`config.mk`:
```
export PLATFORM = sky130hd
export DESIGN_NAME = dds_regs
export DESIGN_NICKNAME = d
export VERILOG_FILES = /design/src/design/dds_regs_pkg.sv /design/src/design/dds_signal_pkg.sv /design/src/design/dds_regs.sv
export SDC_FILE = /design/constraint.sdc
export NUM_CORES = 1
export LEC_CHECK = 0
export BUFFER_PORTS_ARGS = -buffer_cell sky130_fd_sc_hd__buf_2
export CAP_MARGIN = 20
export CORE_AREA = 4 4 226 228
export CTS_CLUSTER_SIZE = 12
export DETAILED_ROUTE_END_ITERATION = 8
export DIE_AREA = 0 0 230 232
export GPL_ROUTABILITY_DRIVEN = 0
export RECOVER_POWER = 100
export SKIP_CTS_REPAIR_TIMING = 1
export SLEW_MARGIN = 20
export SYNTH_ARGS = -nofsm -noshare
export SYNTH_HDL_FRONTEND = slang
export SYNTH_SLANG_ARGS = --single-unit
```
`constraint.sdc`:
```
create_clock -name clk -period 6.63 [get_ports clk]
set_clock_uncertainty 0.1 [all_clocks]
set_input_delay 1.989 -clock clk [delete_from_list [all_inputs] [get_ports clk]]
set_output_delay 1.989 -clock clk [all_outputs]
set_load 0.02 [all_outputs]
```
`src/design/dds_regs_pkg.sv`:
```
`default_nettype none

package dds_regs_pkg;

    // ----------------------------------------
    // Register map, byte addresses
    // ----------------------------------------
    localparam logic [11:0] reg_am_mux      = 12'h00;
    localparam logic [11:0] reg_am_raw      = 12'h04;
    localparam logic [11:0] reg_am_gain     = 12'h08;
    localparam logic [11:0] reg_am_offset   = 12'h0C;

    localparam logic [11:0] reg_fm_mux      = 12'h10;
    localparam logic [11:0] reg_fm_raw      = 12'h14;
    localparam logic [11:0] reg_fm_gain     = 12'h18;
    localparam logic [11:0] reg_fm_offset   = 12'h1C;

    localparam logic [11:0] reg_pm_mux      = 12'h20;
    localparam logic [11:0] reg_pm_raw      = 12'h24;
    localparam logic [11:0] reg_pm_gain     = 12'h28;
    localparam logic [11:0] reg_pm_offset   = 12'h2C;

    localparam logic [11:0] reg_mux         = 12'h30;
    localparam logic [11:0] reg_raw         = 12'h34;
    localparam logic [11:0] reg_rom         = 12'h38;
    localparam logic [11:0] reg_step        = 12'h3C;
    localparam logic [11:0] reg_prbs_gain   = 12'h40;
    localparam logic [11:0] reg_prbs_offset = 12'h44;

    localparam logic [11:0] reg_stat_cfg    = 12'h48; // Bit 0 enable, bit 1 clear
    localparam logic [11:0] reg_stat_min    = 12'h4C;
    localparam logic [11:0] reg_stat_max    = 12'h50;
    localparam logic [11:0] reg_stat_limit  = 12'h54;
    localparam logic [11:0] reg_stat_count  = 12'h58;

    // ----------------------------------------
    // Bus request and configuration
    // ----------------------------------------
    typedef struct packed {
        logic        psel;
        logic        penable;
        logic        pwrite;
        logic [31:0] paddr;
        logic [31:0] pwdata;
    } apb_req_t;

    typedef struct packed {
        logic [3:0]  sel;    // Source code, see dds_signal_pkg
        logic [31:0] raw;
        logic [31:0] gain;   // Only the low 16 bits scale the source
        logic [31:0] offset;
    } mod_cfg_t;

    typedef struct packed {
        logic [3:0]  out_sel;
        logic [31:0] raw;
        logic [31:0] step;
        logic [7:0]  rom_data;
        logic        rom_wr; // One cycle per table write
        logic [15:0] prbs_gain;
        logic [7:0]  prbs_offset;
    } gen_cfg_t;

    typedef struct packed {
        logic        enable;
        logic        clear;
        logic [31:0] limit;  // Zero means no limit
    } stat_cfg_t;

    localparam stat_cfg_t stat_cfg_rst = '{enable: 1'b1, clear: 1'b0, limit: 32'h0};

endpackage

`default_nettype wire

```
`src/design/dds_signal_pkg.sv`:
```
`default_nettype none

package dds_signal_pkg;

    // ----------------------------------------
    // Data path widths
    // ----------------------------------------
    localparam int sample_w    = 8;
    localparam int phase_w     = 32;
    localparam int table_depth = 256;
    localparam int table_aw    = 8;  // Top phase bits that address the table

    // ----------------------------------------
    // Modulation source codes
    // ----------------------------------------
    localparam logic [3:0] src_raw  = 4'd0;
    localparam logic [3:0] src_prbs = 4'd1;
    localparam logic [3:0] src_wave = 4'd2;

    // ----------------------------------------
    // Output select codes
    // ----------------------------------------
    localparam logic [3:0] out_wave = 4'd0;
    localparam logic [3:0] out_raw  = 4'd1;
    localparam logic [3:0] out_prbs = 4'd2;

    // Running statistics of the output sample
    typedef struct packed {
        logic [sample_w-1:0] min;
        logic [sample_w-1:0] max;
        logic [31:0]         count;
    } stat_t;

    localparam stat_t stat_rst = '{
        min:   {sample_w{1'b1}},
        max:   {sample_w{1'b0}},
        count: 32'h0
    };

endpackage

`default_nettype wire

```
`src/design/dds_regs.sv`:
```
`timescale 1ns/1ps
`default_nettype none

module dds_regs
    import dds_regs_pkg::*, dds_signal_pkg::*;
(
    input  logic        clk,
    input  logic        reset,
    input  apb_req_t    req,
    input  stat_t       stats,
    output logic [31:0] prdata,
    output mod_cfg_t    am_cfg,
    output mod_cfg_t    fm_cfg,
    output mod_cfg_t    pm_cfg,
    output gen_cfg_t    gen_cfg,
    output stat_cfg_t   stat_cfg
);

    logic [11:0] addr;
    logic        wr_en;

    assign addr  = {req.paddr[11:2], 2'b00}; // Word aligned register offset
    assign wr_en = req.psel && req.penable && req.pwrite;

    // ----------------------------------------
    // Write side
    // ----------------------------------------
    always_ff @(posedge clk) begin
        if (reset) begin
            am_cfg   <= '0;
            fm_cfg   <= '0;
            pm_cfg   <= '0;
            gen_cfg  <= '0;
            stat_cfg <= stat_cfg_rst;
        end else begin
            gen_cfg.rom_wr <= 1'b0; // Pulse drops unless written again

            if (wr_en) begin
                case (addr)
                    reg_am_mux:      am_cfg.sel    <= req.pwdata[3:0];
                    reg_am_raw:      am_cfg.raw    <= req.pwdata;
                    reg_am_gain:     am_cfg.gain   <= req.pwdata;
                    reg_am_offset:   am_cfg.offset <= req.pwdata;

                    reg_fm_mux:      fm_cfg.sel    <= req.pwdata[3:0];
                    reg_fm_raw:      fm_cfg.raw    <= req.pwdata;
                    reg_fm_gain:     fm_cfg.gain   <= req.pwdata;
                    reg_fm_offset:   fm_cfg.offset <= req.pwdata;

                    reg_pm_mux:      pm_cfg.sel    <= req.pwdata[3:0];
                    reg_pm_raw:      pm_cfg.raw    <= req.pwdata;
                    reg_pm_gain:     pm_cfg.gain   <= req.pwdata;
                    reg_pm_offset:   pm_cfg.offset <= req.pwdata;

                    reg_mux:         gen_cfg.out_sel     <= req.pwdata[3:0];
                    reg_raw:         gen_cfg.raw         <= req.pwdata;
                    reg_step:        gen_cfg.step        <= req.pwdata;
                    reg_prbs_gain:   gen_cfg.prbs_gain   <= req.pwdata[15:0];
                    reg_prbs_offset: gen_cfg.prbs_offset <= req.pwdata[7:0];

                    reg_rom: begin
                        gen_cfg.rom_data <= req.pwdata[7:0];
                        gen_cfg.rom_wr   <= 1'b1;
                    end

                    reg_stat_cfg: begin
                        stat_cfg.enable <= req.pwdata[0];
                        stat_cfg.clear  <= req.pwdata[1];
                    end

                    reg_stat_limit:  stat_cfg.limit <= req.pwdata;

                    default: ;
                endcase
            end
        end
    end

    // ----------------------------------------
    // Read side
    // ----------------------------------------

    // Only the statistics come back, with no wait state
    always_comb begin
        case (addr)
            reg_stat_min:   prdata = {{(32-sample_w){1'b0}}, stats.min};
            reg_stat_max:   prdata = {{(32-sample_w){1'b0}}, stats.max};
            reg_stat_count: prdata = stats.count;
            default:        prdata = 32'h0;
        endcase
    end

endmodule

`default_nettype wire

```
* Word-level counts from Yosys, hierarchy flattened
Index checks and enable logic that the tools add are counted.
** Cells by class
- Eq/ne operators :: 22
- Muxes and demuxes :: 2
- Reduce and logical (&&, ||, !) cells :: 24
- Bitwise gates (word level) :: 1
** Operators by type and width (count)
- one-hot mux 32 bit (3 select lines) :: 1
- == test 10 x 4 -> 1 bit, second input constant :: 8
- == test 10 x 5 -> 1 bit, second input constant :: 7
- == test 10 x 3 -> 1 bit, second input constant :: 4
- AND reduction 2 bit :: 20
- == test 10 x 2 -> 1 bit, second input constant :: 2
- logical NOT 12 bit :: 1
- == test 10 x 1 -> 1 bit, second input constant :: 1
- logical AND 1 bit :: 2
- OR reduction 2 bit :: 1
- 2-to-1 mux 1 bit :: 1
- NOT 1 bit :: 1
** Storage, ports and cells
- Word-level logic and storage cells :: 71
- Input bits :: 117
- Bits in registers :: 435
- Output and inout port bits :: 467

* Depth between registers and ports, before layout
- Word-level depth :: 4
- Mapped depth :: 6
- Gate-level depth less buffers :: 3

* Least setup slack after synthesis
OpenSTA, ideal clock, no wires.
- Path kind :: input to output
- Start point :: in req[34] in the netlist's numbering
- End point :: out prdata[10]
- Stages :: 4
- Path slack :: 1.343 ns
- Buffers on the path :: 1
- Required time :: 4.541 ns
- Data arrival time :: 3.198 ns
- Cells stage by stage :: nor4b_4 > and3_1 > clkbuf_1 > and2_1
** Between the ends
- Longest elaborated chain between the ends :: 2
- Elaborated cells on any way between the ends :: 4
- Classes of those cells :: 3 x eq/ne; 1 x mux
** RTL lines
- start, declared :: RTL line dds_regs.sv:9 : input apb_req_t req,
- == test 10 x 5 -> 1 bit :: RTL line dds_regs.sv:85 : case (addr)
- one-hot mux 32 bit (3 select lines) (*) :: RTL line dds_regs.sv:85
- end, declared :: RTL line dds_regs.sv:11 : output logic [31:0] prdata,
Every way passes the cells marked *; elsewhere a longest branch is shown, timed or not.

* Worst setup path after layout
- Start point :: in req[39] in the netlist's numbering
- End point :: out prdata[2]
The elaborated chain is that of the path after synthesis.

==> impl_results.md <==
- Hold Startpoint: pm_cfg[25]
- Min Tclk post-route: roughly 6.1 ns
- TritonCTS clock tree: yes
- Peak supply drop: 0.163 mV
- Adder-cell share of the synthesized area: 0
- Max Buffers Root-to-Sink: 3
- Worst-Margin Slew: slightly below 3 ns
- Post-synth EDFFs: 0
- Initial antenna violation count: 0
- Failing checks: max-capacitance violations, max-slew violations
- Hold crit path type: flop to flop
- First-pass DRT Iterations: 4
- Top post-synthesis cells by area: dfxtp_1, mux2i_1, nand2b_1, clkbuf_1, buf_6
- Register area: about 8700 sq um
- Clock sink count: around 440
- Pwr dens: between 200 and 300 nW/um^2
- Register area share after synthesis: 0.502
- Final setup fails: 0
- Die Ht: 232 microns
- Layout cells sized above 1: 0.106
- Post-Synthesis Cells: 1550
- Post-DP HPWL: approximately 39000 microns
- Netlist Area Pre-Place: about 17000 sq um
- IO buf count: 561
- Largest net degree at the start of global routing: between 150 and 200
- Initial Util: 0.355
- Hold Path Cell Cnt: 2
- Clock-pin transition on the worst setup and hold timing paths: approximately 0.06 ns
- Die area: 53400 sq um
- Worst R2R End: fm_cfg[75]
- Area grow syn2layout: 24.9%
- Total power: roughly 5.5 mW
- FF-to-FF Start: fm_cfg[75]
- # diodes: 0
- Post-DRT Antenna Nets: 0
- Status: complete, but fails checks
- CP endpoint kind: output pin
- # DRC: 0
- Dpl cells: ~2700
- Fill cells: 4907
- R2R depth: 2
- First-pass GRT wire length: about 84000 microns
- Root buf cell: clkbuf_16
- Synth cell types: 25
- WHS Endpoint: pm_cfg[25]
- DR iter-0 viols: between 500 and 600
- Syn Nets: approximately 1700
- Slew Viols, Final: between 200 and 300
- Yosys top cell by area: dfxtp_1
- Main combinational cell family by area after synthesis: multiplexers
- Synth Area in Simple Gates: 0.204
- Most frequent cells after synthesis: nand2b_1, dfxtp_1, mux2i_1
- Synthesized area per cell: roughly 11 sq um
- Worst reg2reg setup slack: roughly 5.8 ns
- Via/cell ratio: between 4 and 5
- Core Area: a little under 50000 sq um
- Crit path DAT: approximately 4 ns
- Headroom to the max-slew limit: -0.922
- Row count: slightly above 80
- Most used DFF post-synth: dfxtp_1
- Tot GR Track Use: 0.203
- TritonCTS buffer count: 48
- Maximum Capacitance Violations: 3
- WP data required: between 4 and 5 ns
- Crit Path Category: primary input to output pin
- Fin cells: between 2000 and 3000
- Async S/R FF share, synth: 0
- Register bit total from synthesis: 435
- Post-synthesis xor/xnor area fraction: 0
- Mux cell area share after synthesis: 0.251
- FMAX: 0.163 GHz
- Top-count cell post-synth: nand2b_1
- Die Span X: 230 microns
- GR Overflow Total: 0
- RSZ-0062 raised after global routing: no
- Worst skew pair latency: ~0.57 ns
- Synth top area share: 0.502
- Drt total wl: about 57000 microns
- Leak Pwr: approximately 11 nW
- Wirelength per Cell: around 21 microns
- IO Pins: approximately 580
- H-tree depth: 2
- Area taken by multi-input logic gates: approximately 8000 sq um
- Nets: about 2200
- Vias: 12800
- Setup_tns: 0 ns
- Vias in the first global route: 13100
- CP Max Fanout: 31
- Yosys warns: 0
- Final Hold Vio Count: 0
- Crit share post-route: 0.923
- Crit path launch type: primary input
- Synth Area in Compound Gates: 0.00404
==> layer usage <==
metal | routed length (microns) | up-vias | track usage
met2 | 27000 | 379 | 0.342
met5 | 0 | - | 0
met4 | 1510 | 0 | 0.0594
met1 | 24700 | 6229 | 0.254
li1 | - | 6154 | -
met3 | 3790 | 78 | 0.0569
==> where the power goes <==
part           total [mW]  internal, mW  switching [mW]  leakage (nW)
combinational       0.198        0.0802           0.118          6.39
sequential           2.61          2.61        0.000147          3.50
clock                2.67          1.59            1.08         0.779
total                5.48          4.28            1.20          10.7
==> state kept, by name, indices dropped and copies added (netlist names) <==
| register | count |
|---|---|
| am_cfg | 100 |
| fm_cfg | 100 |
| gen_cfg | 101 |
| pm_cfg | 100 |
| stat_cfg | 34 |
==> kinds of logic after synthesis <==
kind of cell,count (synthesis)
buffers and inverters,138
AOI/OAI and AO/OA,7
and+or+nand+nor,536
muxes,434
DFF,435
==> final cells by class <==
class | instances | share of cell area
sequential | 435 | 0.402
clock inverter | 7 | 0.00358
timing repair buffer | 592 | 0.117
clock buffer | 80 | 0.0699
multi-input combinational | 977 | 0.369
tap | 664 | 0.0384
==> layout by cell type (no fill, tap or decap), types with 3 or more instances in the layout <==
| cell type | instances |
|---|---|
| nor2_1 | 3 |
| and2_1 | 9 |
| mux2i_1 | 434 |
| nand4_4 | 9 |
| nand2b_1 | 465 |
| and3_1 | 3 |
| dfxtp_1 | 435 |
| clkbuf_1 | 473 |
| buf_2 | 110 |
| clkbuf_16 | 50 |
| and2_0 | 16 |
| clkbuf_8 | 15 |
| and4_1 | 8 |
| nand4_1 | 11 |
| buf_12 | 7 |
| a221o_1 | 7 |
| clkinv_2 | 3 |
| buf_4 | 15 |
==> worst max path at each step <==
stage,startpoint,endpoint,slack [ns]
after floorplan,req[34],prdata[10],1.34
after global placement,req[39],prdata[1],0.76
after detailed placement,req[39],prdata[1],0.70
after CTS,req[39],prdata[1],0.69
after global routing,req[39],prdata[1],0.30
final,req[39],prdata[2],0.51
==> worst max-delay path, cell delays in order <==
cell      delay [ns]
buf_2           0.12
nor4b_1         0.34
buf_4           0.27
and3_1          0.71
a221o_1         0.31
clkbuf_1        0.27
==> stage by stage <==
stage	setup slack, ns	instance area, sq um	util	hold slack, ns
2_1_floorplan	1.34	17300	-	0.446
3_3_place_gp	0.765	20500	0.420	0.359
3_5_place_dp	0.699	20600	0.421	0.363
4_1_cts	0.691	22100	0.453	0.374
5_1_grt	0.296	21700	0.443	0.390
6_report	0.510	21700	0.443	0.375
No activity file was read; power rests on OpenSTA's default activity.
