[config.mk]
export PLATFORM = sky130hd
export DESIGN_NAME = dds_output
export DESIGN_NICKNAME = d
export VERILOG_FILES = /design/src/design/dds_regs_pkg.sv /design/src/design/dds_signal_pkg.sv /design/src/design/dds_output.sv
export SDC_FILE = /design/constraint.sdc
export NUM_CORES = 1
export LEC_CHECK = 0
export BUFFER_PORTS_ARGS = -buffer_cell sky130_fd_sc_hd__buf_2
export CORE_MARGIN = 2
export CORE_UTILIZATION = 45
export DETAILED_ROUTE_END_ITERATION = 8
export PLACE_DENSITY = 0.81
export SYNTH_ARGS = -nofsm -noshare
export SYNTH_HDL_FRONTEND = slang
export SYNTH_SLANG_ARGS = --single-unit
export TNS_END_PERCENT = 1
[constraint.sdc]
create_clock -name clk -period 2.9 [get_ports clk]
set_clock_uncertainty 0.2 [all_clocks]
set_input_delay 0.29 -clock clk [delete_from_list [all_inputs] [get_ports clk]]
set_output_delay 0.29 -clock clk [all_outputs]
set_load 0.05 [all_outputs]
[src/design/dds_regs_pkg.sv]
`default_nettype none

package dds_regs_pkg;

    // ----------------------------------------
    // Register map, byte addresses
    // ----------------------------------------
    localparam logic [11:0] reg_am_mux      = 12'h00;
    localparam logic [11:0] reg_am_raw      = 12'h04;
    localparam logic [11:0] reg_am_gain     = 12'h08;
    localparam logic [11:0] reg_am_offset   = 12'h0C;

    localparam logic [11:0] reg_fm_mux      = 12'h10;
    localparam logic [11:0] reg_fm_raw      = 12'h14;
    localparam logic [11:0] reg_fm_gain     = 12'h18;
    localparam logic [11:0] reg_fm_offset   = 12'h1C;

    localparam logic [11:0] reg_pm_mux      = 12'h20;
    localparam logic [11:0] reg_pm_raw      = 12'h24;
    localparam logic [11:0] reg_pm_gain     = 12'h28;
    localparam logic [11:0] reg_pm_offset   = 12'h2C;

    localparam logic [11:0] reg_mux         = 12'h30;
    localparam logic [11:0] reg_raw         = 12'h34;
    localparam logic [11:0] reg_rom         = 12'h38;
    localparam logic [11:0] reg_step        = 12'h3C;
    localparam logic [11:0] reg_prbs_gain   = 12'h40;
    localparam logic [11:0] reg_prbs_offset = 12'h44;

    localparam logic [11:0] reg_stat_cfg    = 12'h48; // Bit 0 enable, bit 1 clear
    localparam logic [11:0] reg_stat_min    = 12'h4C;
    localparam logic [11:0] reg_stat_max    = 12'h50;
    localparam logic [11:0] reg_stat_limit  = 12'h54;
    localparam logic [11:0] reg_stat_count  = 12'h58;

    // ----------------------------------------
    // Bus request and configuration
    // ----------------------------------------
    typedef struct packed {
        logic        psel;
        logic        penable;
        logic        pwrite;
        logic [31:0] paddr;
        logic [31:0] pwdata;
    } apb_req_t;

    typedef struct packed {
        logic [3:0]  sel;    // Source code, see dds_signal_pkg
        logic [31:0] raw;
        logic [31:0] gain;   // Only the low 16 bits scale the source
        logic [31:0] offset;
    } mod_cfg_t;

    typedef struct packed {
        logic [3:0]  out_sel;
        logic [31:0] raw;
        logic [31:0] step;
        logic [7:0]  rom_data;
        logic        rom_wr; // One cycle per table write
        logic [15:0] prbs_gain;
        logic [7:0]  prbs_offset;
    } gen_cfg_t;

    typedef struct packed {
        logic        enable;
        logic        clear;
        logic [31:0] limit;  // Zero means no limit
    } stat_cfg_t;

    localparam stat_cfg_t stat_cfg_rst = '{enable: 1'b1, clear: 1'b0, limit: 32'h0};

endpackage

`default_nettype wire

[src/design/dds_signal_pkg.sv]
`default_nettype none

package dds_signal_pkg;

    // ----------------------------------------
    // Data path widths
    // ----------------------------------------
    localparam int sample_w    = 8;
    localparam int phase_w     = 32;
    localparam int table_depth = 256;
    localparam int table_aw    = 8;  // Top phase bits that address the table

    // ----------------------------------------
    // Modulation source codes
    // ----------------------------------------
    localparam logic [3:0] src_raw  = 4'd0;
    localparam logic [3:0] src_prbs = 4'd1;
    localparam logic [3:0] src_wave = 4'd2;

    // ----------------------------------------
    // Output select codes
    // ----------------------------------------
    localparam logic [3:0] out_wave = 4'd0;
    localparam logic [3:0] out_raw  = 4'd1;
    localparam logic [3:0] out_prbs = 4'd2;

    // Running statistics of the output sample
    typedef struct packed {
        logic [sample_w-1:0] min;
        logic [sample_w-1:0] max;
        logic [31:0]         count;
    } stat_t;

    localparam stat_t stat_rst = '{
        min:   {sample_w{1'b1}},
        max:   {sample_w{1'b0}},
        count: 32'h0
    };

endpackage

`default_nettype wire

[src/design/dds_output.sv]
`timescale 1ns/1ps
`default_nettype none

module dds_output
    import dds_regs_pkg::*, dds_signal_pkg::*;
(
    input  logic                clk,
    input  logic                reset,
    input  gen_cfg_t            gen_cfg,
    input  stat_cfg_t           stat_cfg,
    input  logic [sample_w-1:0] wave_sample,
    input  logic [sample_w-1:0] prbs_sample,
    output logic [sample_w-1:0] sample,
    output stat_t               stats
);

    logic [sample_w-1:0] sample_sel;
    logic                count_open;

    // ----------------------------------------
    // Output select
    // ----------------------------------------
    always_comb begin
        case (gen_cfg.out_sel)
            out_wave: sample_sel = wave_sample;
            out_raw:  sample_sel = gen_cfg.raw[sample_w-1:0];
            out_prbs: sample_sel = prbs_sample;
            default:  sample_sel = '0;
        endcase
    end

    always_ff @(posedge clk) begin
        if (reset) begin
            sample <= '0;
        end else begin
            sample <= sample_sel;
        end
    end

    // ----------------------------------------
    // Statistics
    // ----------------------------------------

    // A zero limit lets the count run freely
    assign count_open = (stat_cfg.limit == 32'h0) || (stats.count < stat_cfg.limit);

    always_ff @(posedge clk) begin
        if (reset || stat_cfg.clear) begin
            stats <= stat_rst;
        end else if (stat_cfg.enable && count_open) begin
            if (sample < stats.min) begin
                stats.min <= sample;
            end
            if (sample > stats.max) begin
                stats.max <= sample;
            end
            stats.count <= stats.count + 32'd1;
        end
    end

endmodule

`default_nettype wire

======== Word-level counts from Yosys, hierarchy flattened ========
Index checks and enable logic that the tools add are counted.
word-level totals
  flip-flop bits (word level) ............. 56
  input port bits ......................... 153
  output and inout bits ................... 56
cells by class
  add/sub/neg operators ................... 1
  order comparisons ....................... 3
  equal/unequal tests ..................... 2
  muxes and demuxes ....................... 1
  reduce and logical (&&, ||, !) cells .... 7
operator list
  operator                 count
  $add A32 B1 Y32 const B  1
  $logic_not A32 Y1        1
  $lt A32 B32 Y1           1
  $pmux W8 S3              1
  $gt A8 B8 Y1             1
  $lt A8 B8 Y1             1
  $eq A4 B1 Y1 const B     1
  $eq A4 B2 Y1 const B     1
  $logic_not A4 Y1         1
  $reduce_and A2 Y1        2
  $logic_or A1 B1 Y1       2
  $logic_and A1 B1 Y1      1

======== Logic depth before layout (Yosys ltp) ========
Gate-level depths: netlist of the first run.
  depth in word-level cells ............... 4
  mapped depth ............................ 12
  gate-level depth less buffers ........... 9

======== Worst setup path after synthesis of the first run ========
OpenSTA, ideal clock, no wires.
  path kind ............................... register -> register
  start point ............................. register stats[27] (netlist name)
  end point ............................... register stats[16] (netlist name)
  setup time .............................. 0.061 ns
  data arrival time ....................... 2.726 ns
  data required time ...................... 2.639 ns
  slack ................................... -0.087 ns
  cell stages (with the launch flop) ...... 11
  cell sequence ........................... dfxtp_1 > ha_1 > nand4_1 > nor4_2 > a221oi_2 > a32oi_2 > or2_1 > buf_6 > buf_6 > or4_1 > nand2_1
on the way
  word-level cells in the longest chain between the ends .. 3
ends and longest elaborated chain
  element                 line              source
  from (decl)             dds_output.sv:14  output stat_t stats
  from (signal assigned)  dds_output.sv:49  stats <= stat_rst;
  $lt A32 B32 Y1          dds_output.sv:45  assign count_open = (stat_cfg.limit == 32'h0) || (stats.count < stat_cfg.limit);
  $logic_or A1 B1 Y1      dds_output.sv:45
  $logic_and A1 B1 Y1     dds_output.sv:50  end else if (stat_cfg.enable && count_open) begin
No other way between the ends.
A chain may end at the register's enable or synchronous reset.

======== Worst setup path in the final report of the first run ========
  start point ............................. register stats[11] (netlist name)
  end point ............................... register stats[21] (netlist name)
on the way
  word-level cells in the longest chain between the ends .. 3
  elaborated cells between the ends (all ways) .. 4
  classes of those cells .................. 1 x add/sub; 1 x order compare; 2 x reduce/logical
ends and longest elaborated chain
  element              line
  $lt A32 B32 Y1       dds_output.sv:45
  $logic_or A1 B1 Y1   dds_output.sv:45
  $logic_and A1 B1 Y1  dds_output.sv:50
Parallel ways exist; a longest one is shown, timed or not.

==> out/summary.txt, run 1 <==
Vias: 4211
Worst slew margin: 52.3%
Internal reg-to-reg setup slack: 100 ps
Final antenna-violating net count: 0
Root Buffer: clkbuf_8
Startpoint of the lowest-slack hold path: prbs_sample[0]
Full die area: 0.00932 mm²
Internal power: 0.00116 W
Non-filler instance count after layout: 736
Nets: 830
CTS clk-pin slew, worst paths: 100 ps
CP Data Required Time: 2940 ps
Setup Viol. Count Final: 0
Sequential share of power: 49.6%
Maximum number of pins on one net before global-route repair: 38
Clock net sink count: 56
Leading area contributor after synthesis: dfxtp_1
Fin crit share: 96.7%
Count of final hold-check violations: 0
Vertical extent of the die: 96.5 µm
First-pass GRT wire length: 17.3 mm
Vias per Instance: 5.72
Post-Synthesis Cell Area: 0.00385 mm²
Relative area change from synthesis to final layout: 30.2%
Synthesized area per cell: 8.11 µm²
Number of inserted diodes: 0
Total GRT Usage: 23.6%
Classification of the worst setup path: register to register
Share of async-settable or async-resettable flops after synthesis: 0%
Wirelength per Cell: 15.5 µm
Capture point of the critical path: stats[21]
Cell types with the largest area share after synthesis: dfxtp_1, ha_1, a21oi_1
CP Launch Type: register
Leakage power of the design: 2.42 nW
F_max: 357 MHz
Transition at the pin with the smallest max-transition slack: 716 ps
Minimum period implied by the final worst setup slack: 2800 ps
Synthesized net count: 675
Number of search-and-repair iterations in the first detailed-routing pass: 4
Cell Pwr Density: 315 mW/mm²
Cell variety after synth: 52
Logic pwr share: 16.2%
TritonCTS Buffers: 5
Top-area cell type share of the netlist area: 29.1%
Last weighted congestion value of the routability-driven placer: 0.849
Timing startpoint of the critical path: stats[11]
Setup slack at placement: -80.6 ps
Launching point of the worst reg2reg path: stats[11]
Clock share of power: 34.2%
Critical path data arrival time: 2840 ps
Max Buffers Root-to-Sink: 2
Number of synthesis warnings: 0
Number of global-route vias before repair: 3969
Overall overflow remaining after global route: 0
Fraction of power spent switching nets: 26.6%
Clock tree from TritonCTS: built
Maxcap violations: 0
Flip-flop and latch count after synthesis: 56
R2r endpoint: stats[21]
Port buffer count: 119
Worst Reg2Reg Path Length in Cells: 9
Die width: 96.5 µm
HPWL after detailed placement: 8.94 mm
Clock latency reported for the late side of the worst-skew pair: 310 ps
Number of top-level design ports: 209
Maximum vdd ir drop: 0.214 mV
Final max-slew violation count: 0
Starting density of the core: 46.7%
Violation count after the first detailed-route iteration: 186
Share of post-route cells with drive strength above 1: 32.2%
Total detailed-routing wirelength: 11.4 mm
Core footprint: 0.00826 mm²
Initial antenna violation count: 0
Primary flip-flop cell chosen by synthesis mapping: dfxtp_1
Post-synth EDFFs: 0
Switching pwr: 0.000421 W
Cells after Synth: 475
Number of H-tree levels: 2
Number of DRC violations after detailed routing: 0
Number of instances in the placed design: 723
Sequential cell area fraction in the yosys report: 29.1%
Setup crit end kind: register
Path class of the lowest-slack min-delay path: input pin to register
Run status: completed
Number of core rows: 33
Maximum fanout along the worst path: 6
Setup ws final: 96.2 ps
metrics by stage:
step	TNS, ps	instance area [µm²]	total power, W	utilization, %	hold slack, ps
after detailed placement	-281	4830	0.00105	58.5	280
after global routing	-60.5	5020	0.00165	60.8	45.3
after floorplan	0	3870	0.000950	-	229
after CTS	0	4970	0.00159	60.2	7.27
after global placement	0	4830	0.00104	58.5	277
final	0	5020	0.00158	60.8	16.0
area by class of cell:
type                    instances  area [µm²]
inverters                      55         206
clock buffers                   6        82.6
multi-input cells             347        2460
flip-flops and latches         56        1140
fillers                       725        3240
clock inverters                 2        38.8
repair buffers                165         962
well taps                     105         131
registers in the layout (all words and copies together), names as in the netlist:
name,flops
sample,8
stats,48
cells in the final DEF, fill, tap and decap left out, types with 2 or more instances in the layout:
cell           netlist  final
nor2_1              39     39
a21oi_1             48     46
and3_1               9      8
o31ai_1              5      5
inv_1               55     55
nand2_1             38     38
o41ai_1              7      7
or2_2                2      2
a221oi_2             2      2
o21ai_0             18     17
o211ai_1            11     11
buf_2                3    119
buf_4                2     42
or3b_1               3      3
nor4b_1              2      2
nand3b_1             2      2
clkbuf_8             0      6
nor4_1              12     12
nand2b_1             4      4
dfxtp_1             56     43
nand4_1             11     11
nor2_2               2      2
nor4_4               1      2
dfxtp_2              0     12
a21oi_2              0      2
xnor2_1             10     10
and4_1               4      4
o21a_1               6      6
a2111o_1             2      2
nor2b_1              3      3
nand3_1             21     21
ha_1                47     47
nor3_1               4      4
dlygate4sd3_1        0      2
or4_1                8      8
mux2i_1              9      9
synth_stat cells (2+ instances only):
| cell | count |
|---|---|
| dfxtp_1 | 56 |
| inv_1 | 55 |
| a21oi_1 | 48 |
| ha_1 | 47 |
| nor2_1 | 39 |
| nand2_1 | 38 |
| nand3_1 | 21 |
| o21ai_0 | 18 |
| nor4_1 | 12 |
| nand4_1 | 11 |
| o211ai_1 | 11 |
| xnor2_1 | 10 |
| and3_1 | 9 |
| clkbuf_1 | 9 |
| mux2i_1 | 9 |
| or4_1 | 8 |
| o41ai_1 | 7 |
| o21a_1 | 6 |
| o31ai_1 | 5 |
| and4_1 | 4 |
| nand2b_1 | 4 |
| nor3_1 | 4 |
| buf_2 | 3 |
| nor2b_1 | 3 |
| or3b_1 | 3 |
| a2111o_1 | 2 |
| a221oi_2 | 2 |
| buf_4 | 2 |
| buf_6 | 2 |
| nand3b_1 | 2 |
| nor2_2 | 2 |
| nor4b_1 | 2 |
| or2_2 | 2 |
per-layer routing:
metal	global-route usage (%)	share of wire, %
met2	43.5	48
met3	3.88	8.5
met4	8.33	2.1
met5	0	0
met1	27.4	42
critical path, stage by stage, from the launching register on:
cell	delay, ps
dfxtp_2	360
ha_1	320
a21oi_2	140
o21ai_1	100
a221oi_2	330
a31oi_4	180
buf_6	170
nor4_4	390
or3b_1	400
a21oi_1	140
worst min-delay path by stage:
stage                      endpoint  slack [ps]  cells past startpoint
after CTS                 sample[0]           7                      3
after global placement    stats[39]         280                      2
after detailed placement  stats[19]         280                      2
after global routing      sample[6]          50                      3
after floorplan           sample[0]         230                      2
final                     sample[0]          20                      3
power groups by stage:
stage	Clock (W)	Combinational (W)	Sequential (W)
after global placement	0	0.000238	0.000803
after detailed placement	0	0.000249	0.000803
after floorplan	0	0.000116	0.000833
after CTS	0.000551	0.000252	0.000785
final	0.000541	0.000256	0.000784
after global routing	0.000584	0.000281	0.000786
cells by family (layout without fill, tap and decap cells):
kind of cell | count (synthesis) | count (layout) | synth area share [%]
AND/OR/NAND/NOR | 173 | 173 | 24.4
AO/OA/AOI/OAI | 108 | 108 | 19.0
buffers and inverters | 72 | 228 | 7.69
flip-flops | 56 | 56 | 29.1
adder cells (fa/ha/maj) | 47 | 47 | 15.3
XOR/XNOR | 10 | 10 | 2.27
multiplexers | 9 | 9 | 2.34
what timing repair did:
item | CTS | global route
endpoints found under the hold margin | 2 | 0
resized for setup | 0 | 8
hold buffers | 2 | 0
endpoints found under the setup margin | 0 | 16
buffers inserted | 0 | 3
No activity file was read; power rests on OpenSTA's default activity.
==> inputs of run 2 (changes only) <==
--- a/config.mk
+++ b/config.mk
@@ -6,6 +6,7 @@
 export NUM_CORES = 1
 export LEC_CHECK = 0
 export BUFFER_PORTS_ARGS = -buffer_cell sky130_fd_sc_hd__buf_2
+export CORE_ASPECT_RATIO = 0.75
 export CORE_MARGIN = 2
 export CORE_UTILIZATION = 45
 export DETAILED_ROUTE_END_ITERATION = 8
==> out/summary.txt, run 2 (synthesized netlist as in run 1, its figures left out) <==
Run status: completed (unchanged)
Internal power: 0.00122 W (was 0.00116 W)
Setup Viol. Count Final: 0 (unchanged)
Starting density of the core: 46.0% (was 46.7%)
Vias per Instance: 5.62 (was 5.72)
Setup ws final: 124 ps (was 96.2 ps)
Total detailed-routing wirelength: 11.6 mm (was 11.4 mm)
HPWL after detailed placement: 9.09 mm (was 8.94 mm)
Cell Pwr Density: 340 mW/mm² (was 315 mW/mm²)
Overall overflow remaining after global route: 0 (unchanged)
Final max-slew violation count: 0 (unchanged)
Maximum fanout along the worst path: 6 (unchanged)
Count of final hold-check violations: 0 (unchanged)
Violation count after the first detailed-route iteration: 317 (was 186)
TritonCTS Buffers: 5 (unchanged)
Commonest non-fill, non-tap cells in the layout: buf_2, inv_1, a21oi_1 (was buf_2, inv_1, ha_1)
Maxcap violations: 0 (unchanged)
Hold buffers post-CTS: 0 (was 2)
Register bank with the most flops: stats (unchanged)
Initial antenna violation count: 0 (unchanged)
Setup TNS after final layout: 0 ps (unchanged)
Max Buffers Root-to-Sink: 2 (unchanged)
Total GRT Usage: 23.9% (was 23.6%)
Number of DRC violations after detailed routing: 0 (unchanged)
Clock net sink count: 56 (unchanged)
Vertical extent of the die: 84.1 µm (was 96.5 µm)
Minimum period implied by the final worst setup slack: 2780 ps (was 2800 ps)
CP Data Required Time: 2890 ps (was 2940 ps)
Number of H-tree levels: 2 (unchanged)
Clock share of power: 38.1% (was 34.2%)
Final Instance Area: 0.00491 mm² (was 0.00502 mm²)
F_max: 360 MHz (was 357 MHz)
Last weighted congestion value of the routability-driven placer: 0.902 (was 0.849)
Unrepaired setup endpoints after global routing: no
First-pass GRT wire length: 18.6 mm (was 17.3 mm)
Vias: 4035 (was 4211)
Classification of the worst setup path: register to register (unchanged)
Nets: 809 (was 830)
Logic pwr share: 14.8% (was 16.2%)
Number of top-level design ports: 209 (unchanged)
Port buffer count: 119 (unchanged)
Leakage power of the design: 2.31 nW (was 2.42 nW)
Number of inserted diodes: 0 (unchanged)
Fraction of power spent switching nets: 26.9% (was 26.6%)
Wirelength per Cell: 16.2 µm (was 15.5 µm)
Area post-placement: 0.00469 mm² (was 0.00483 mm²)
CTS clk-pin slew, worst paths: 70 ps (was 100 ps)
Number of global-route vias before repair: 3865 (was 3969)
Setup slack at placement: 11.7 ps (was -80.6 ps)
Number of search-and-repair iterations in the first detailed-routing pass: 5 (was 4)
Setup crit end kind: register (unchanged)
Share of post-route cells with drive strength above 1: 30.7% (was 32.2%)
CP Launch Type: register (unchanged)
Maximum vdd ir drop: 0.258 mV (was 0.214 mV)
Die width: 111 µm (was 96.5 µm)
Core footprint: 0.00838 mm² (was 0.00826 mm²)
Critical path data arrival time: 2760 ps (was 2840 ps)
Fin crit share: 95.7% (was 96.7%)
Full die area: 0.00933 mm² (was 0.00932 mm²)
Root Buffer: clkbuf_16 (was clkbuf_8)
Switching pwr: 0.000449 W (was 0.000421 W)
Clock latency reported for the late side of the worst-skew pair: 300 ps (was 310 ps)
Post-layout total power: 0.00167 W (was 0.00158 W)
Path class of the lowest-slack min-delay path: input pin to register (unchanged)
Flip-flop count of the largest register, all copies and words added: 48 (unchanged)
Relative area change from synthesis to final layout: 27.3% (was 30.2%)
Transition at the pin with the smallest max-transition slack: 739 ps (was 716 ps)
Maximum number of pins on one net before global-route repair: 38 (unchanged)
Sequential share of power: 47.1% (was 49.6%)
Final antenna-violating net count: 0 (unchanged)
Registers with the most flip-flops: stats: 48 flops, sample: 8 flops (unchanged)
Worst slew margin: 50.7% (was 52.3%)
Number of core rows: 29 (was 33)
Clock tree from TritonCTS: built (unchanged)
Most common cell after layout, fill and taps aside: buf_2 (unchanged)
## run 2: cell count changes in the layout (fill, tap and decap cells not counted), sizes merged
cell         before  now
inv              55   56
dlygate4sd3       2    0
buf             163  144
bufinv            1    0
## run 2: repair_timing
| action | 4_1_cts | 5_1_grt |
|---|---|---|
| setup buffers | 0 | 1 |
| gates resized for setup | 0 | 12 |
| endpoints found under the setup margin | 0 | 20 |
## run 2: worst paths after layout
kind	slack, ps	endpoint	depth (start not counted)	start
worst max-delay path	120	stats[15]	10	stats[31]
worst min-delay path	30	sample[2]	3	prbs_sample[2]
worst max register to register	120	stats[15]	10	stats[31]
worst min register to register	290	stats[36]	2	stats[36]
## run 2: final cells by class
class                      instances  area, µm²
tap                              108        135
fill                             752       3480
inverter                          55        206
multi-input combinational        347       2480
timing repair buffer             144        791
clock inverter                     2       13.8
clock buffer                       6        139
sequential                        56       1140
## run 2: metrics by stage
| stage | utilization [%] | cells | hold slack (ps) |
|---|---|---|---|
| 5_1_grt | 58.5 | 718 | 36.7 |
| 6_report | 58.5 | 718 | 25.5 |
| 4_1_cts | 57.8 | 717 | 23.9 |
| 2_1_floorplan | - | 475 | 229 |
| 3_3_place_gp | 56.0 | 709 | 277 |
| 3_5_place_dp | 56.0 | 709 | 281 |
## run 2: power by group through the flow
| stage | logic (W) | clock network, W | registers [W] |
|---|---|---|---|
| 2_1_floorplan | 0.000116 | 0 | 0.000833 |
| 3_3_place_gp | 0.000231 | 0 | 0.000803 |
| 3_5_place_dp | 0.000240 | 0 | 0.000803 |
| 4_1_cts | 0.000241 | 0.000633 | 0.000785 |
| 5_1_grt | 0.000271 | 0.000676 | 0.000786 |
| 6_report | 0.000247 | 0.000636 | 0.000785 |
## run 2: metal layers
| metal | up-vias | track usage [%] | routed length (µm) |
|---|---|---|---|
| met5 | - | 0 | 0 |
| met3 | 21 | 5.63 | 945 |
| li1 | 1988 | - | - |
| met4 | 0 | 3.52 | 154 |
| met2 | 158 | 39.3 | 5310 |
| met1 | 1868 | 32.9 | 5200 |
## run 2: worst max-delay path: stages (launching register included)
cell and delay (ps):
dfxtp_2 340, ha_1 310, nand4_1 190, nor4_2 450, o211ai_1 220, a31oi_4 220, buf_6 180, nor4_4 70
buf_4 160, and3_1 170, o21a_1 160
==> inputs of run 3 (changes only) <==
--- a/config.mk
+++ b/config.mk
@@ -8,9 +8,9 @@
 export BUFFER_PORTS_ARGS = -buffer_cell sky130_fd_sc_hd__buf_2
 export CORE_ASPECT_RATIO = 0.75
 export CORE_MARGIN = 2
-export CORE_UTILIZATION = 45
+export CORE_UTILIZATION = 46
 export DETAILED_ROUTE_END_ITERATION = 8
-export PLACE_DENSITY = 0.81
+export PLACE_DENSITY = 0.82
 export SYNTH_ARGS = -nofsm -noshare
 export SYNTH_HDL_FRONTEND = slang
 export SYNTH_SLANG_ARGS = --single-unit
==> constraint.sdc (replaced) <==
create_clock -name clk -period 2.9 [get_ports clk]
set_clock_uncertainty 0.2 [all_clocks]
set_input_delay 0.29 -clock clk [delete_from_list [all_inputs] [get_ports clk]]
set_output_delay 0.29 -clock clk [all_outputs]
set_load 0.02 [all_outputs]
==> out/summary.txt, run 3 (synthesized netlist as in run 1, its figures left out) <==
Max Buffers Root-to-Sink: 2 (unchanged)
Fin crit share: 95.7% (about the same)
Vias: 4125 (was 4035)
Max stage delay on crit path: 510 ps (was 450 ps)
Flip-flop count of the largest register, all copies and words added: 48 (unchanged)
Overall overflow remaining after global route: 0 (unchanged)
F_max: 360 MHz (about the same)
Cell-by-cell trace of the critical path: ha_1, a21oi_1, o21ai_2, a221oi_2, a32oi_2, or2_4, buf_4, or4_1, a21oi_1 (was ha_1, nand4_1, nor4_2, o211ai_1, a31oi_4, buf_6, nor4_4, buf_4, and3_1, o21a_1)
Maximum fanout along the worst path: 7 (was 6)
Relative area change from synthesis to final layout: 29.6% (was 27.3%)
Die width: 110 µm (was 111 µm)
Transition at the pin with the smallest max-transition slack: 740 ps (was 739 ps)
Root Buffer: clkbuf_8 (was clkbuf_16)
Port buffer count: 119 (unchanged)
Registers with the most flip-flops: stats: 48 flops, sample: 8 flops (unchanged)
TritonCTS Buffers: 5 (unchanged)
Vias per Instance: 5.60 (was 5.62)
Initial antenna violation count: 0 (unchanged)
Wirelength per Cell: 16.1 µm (was 16.2 µm)
Count of final hold-check violations: 0 (unchanged)
Combined flip-flop and latch cell area: 0.00112 mm² (was 0.00114 mm²)
Vertical extent of the die: 83.3 µm (was 84.1 µm)
Violation count after the first detailed-route iteration: 278 (was 317)
Cell Pwr Density: 315 mW/mm² (was 340 mW/mm²)
Register bank with the most flops: stats (unchanged)
Minimum period implied by the final worst setup slack: 2770 ps (was 2780 ps)
Share of post-route cells with drive strength above 1: 30.9% (was 30.7%)
Starting density of the core: 48.0% (was 46.0%)
Commonest non-fill, non-tap cells in the layout: buf_2, inv_1, dfxtp_1 (was buf_2, inv_1, a21oi_1)
Last weighted congestion value of the routability-driven placer: 0.925 (was 0.902)
Leakage power of the design: 2.41 nW (was 2.31 nW)
Filler cell count: 696 (was 752)
Total detailed-routing wirelength: 11.8 mm (was 11.6 mm)
CP Launch Type: register (unchanged)
Final antenna-violating net count: 0 (unchanged)
Core utilization of the finished layout: 62.3% (was 58.5%)
Setup ws final: 125 ps (was 124 ps)
Most common cell after layout, fill and taps aside: buf_2 (unchanged)
Worst slew margin: 50.7% (about the same)
Run status: completed (unchanged)
Number of inserted diodes: 0 (unchanged)
Maximum number of pins on one net before global-route repair: 38 (unchanged)
Clock latency reported for the late side of the worst-skew pair: 310 ps (was 300 ps)
Classification of the worst setup path: register to register (unchanged)
Final max-slew violation count: 0 (unchanged)
Setup crit end kind: register (unchanged)
Critical path data arrival time: 2820 ps (was 2760 ps)
Path class of the lowest-slack min-delay path: input pin to register (unchanged)
Number of top-level design ports: 209 (unchanged)
Nets: 831 (was 809)
Number of H-tree levels: 2 (unchanged)
Core footprint: 0.00802 mm² (was 0.00838 mm²)
Standard cell with the maximum stage delay on the critical path: or4_1 (was nor4_2)
Unrepaired setup endpoints after global routing: yes (was no)
Top delay family on crit path: compound AO/OA/AOI/OAI gates (was simple AND/OR/NAND/NOR gates)
Full die area: 0.00913 mm² (was 0.00933 mm²)
Multi-input logic area: 0.00246 mm² (was 0.00248 mm²)
Number of core rows: 28 (was 29)
Number of global-route vias before repair: 4033 (was 3865)
Setup Viol. Count Final: 0 (unchanged)
Maxcap violations: 0 (unchanged)
Setup slack at placement: -46.1 ps (was 11.7 ps)
CTS clk-pin slew, worst paths: 110 ps (was 70 ps)
HPWL after detailed placement: 9.52 mm (was 9.09 mm)
Total GRT Usage: 25.8% (was 23.9%)
Most common cell type on the critical path: a21oi_1
Maximum vdd ir drop: 0.250 mV (was 0.258 mV)
Clock tree from TritonCTS: built (unchanged)
First-pass GRT wire length: 19.0 mm (was 18.6 mm)
CP Data Required Time: 2940 ps (was 2890 ps)
Number of search-and-repair iterations in the first detailed-routing pass: 5 (unchanged)
Clock net sink count: 56 (unchanged)
Worst Path Buf+Inv: 1 (was 2)
Number of DRC violations after detailed routing: 0 (unchanged)
==> run 3: cell count changes in the layout (fill, tap and decap cells not counted), moves of 2 or more <==
cell,previous run,this run
buf_4,23,46
dfxtp_1,42,54
buf_6,2,0
clkbuf_8,1,6
clkbuf_16,5,0
dfxtp_2,14,2
==> run 3: routing by layer <==
metal | up-vias | wire length, µm | part of all wire [%] | track usage, %
li1 | 2027 | - | - | -
met4 | 0 | 383 | 3.2 | 8.17
met5 | - | 0 | 0 | 0
met2 | 172 | 5390 | 46 | 41.5
met1 | 1894 | 5180 | 44 | 34.5
met3 | 32 | 888 | 7.5 | 5.18
==> run 3: worst paths after layout <==
path / start / endpoint / slack [ps] / depth (start not counted)
setup / recovery: stats[17] / stats[11] / 130 / 9
hold / removal: prbs_sample[6] / sample[6] / 7 / 3
setup reg to reg: stats[17] / stats[11] / 130 / 9
hold reg to reg: stats[34] / stats[34] / 310 / 2
==> run 3: report_power, final <==
group / internal (W) / total (W) / switching [W]
logic: 0.0000992 / 0.000233 / 0.000134
clock network: 0.000283 / 0.000555 / 0.000272
registers: 0.000778 / 0.000786 / 0.00000840
total: 0.00116 / 0.00157 / 0.000414
==> run 3: per-stage QoR <==
| step | instance area (µm²) | total power, W | hold WS [ps] | setup TNS (ps) | cells |
|---|---|---|---|---|---|
| finish | 5000 | 0.00157 | 6.53 | 0 | 737 |
| global route | 5000 | 0.00165 | 10.5 | -27.8 | 737 |
| CTS | 4950 | 0.00157 | 0.251 | 0 | 735 |
| detailed placement | 4820 | 0.00103 | 284 | -175 | 726 |
| global placement | 4820 | 0.00102 | 277 | 0 | 726 |
| floorplan | 3850 | 0.000929 | 229 | 0 | 475 |
==> run 3: repair_timing <==
| action | CTS | global route |
|---|---|---|
| endpoints found under the hold margin | 1 | 0 |
| resized for setup | 0 | 8 |
| hold buffers | 1 | 0 |
| buffers inserted | 0 | 2 |
| setup endpoints to repair | 0 | 28 |
==> run 3: cell type report <==
type                    instances  share of cell area [%]
multi-input cells             347                    49.3
clock inverters                 2                   0.776
inverters                      55                    4.13
well taps                     105                    2.63
repair buffers                166                    19.0
clock buffers                   6                    1.65
flip-flops and latches         56                    22.5
==> run 3: worst reg2reg max path: cells and delay by family, from the launching register on <==
| family | cells | cell delay (ps) |
|---|---|---|
| AOI/OAI and AO/OA | 5 | 920 |
| adders and majority gates | 1 | 290 |
| DFF | 1 | 340 |
| and+or+nand+nor | 2 | 790 |
| buffers and inverters | 1 | 160 |
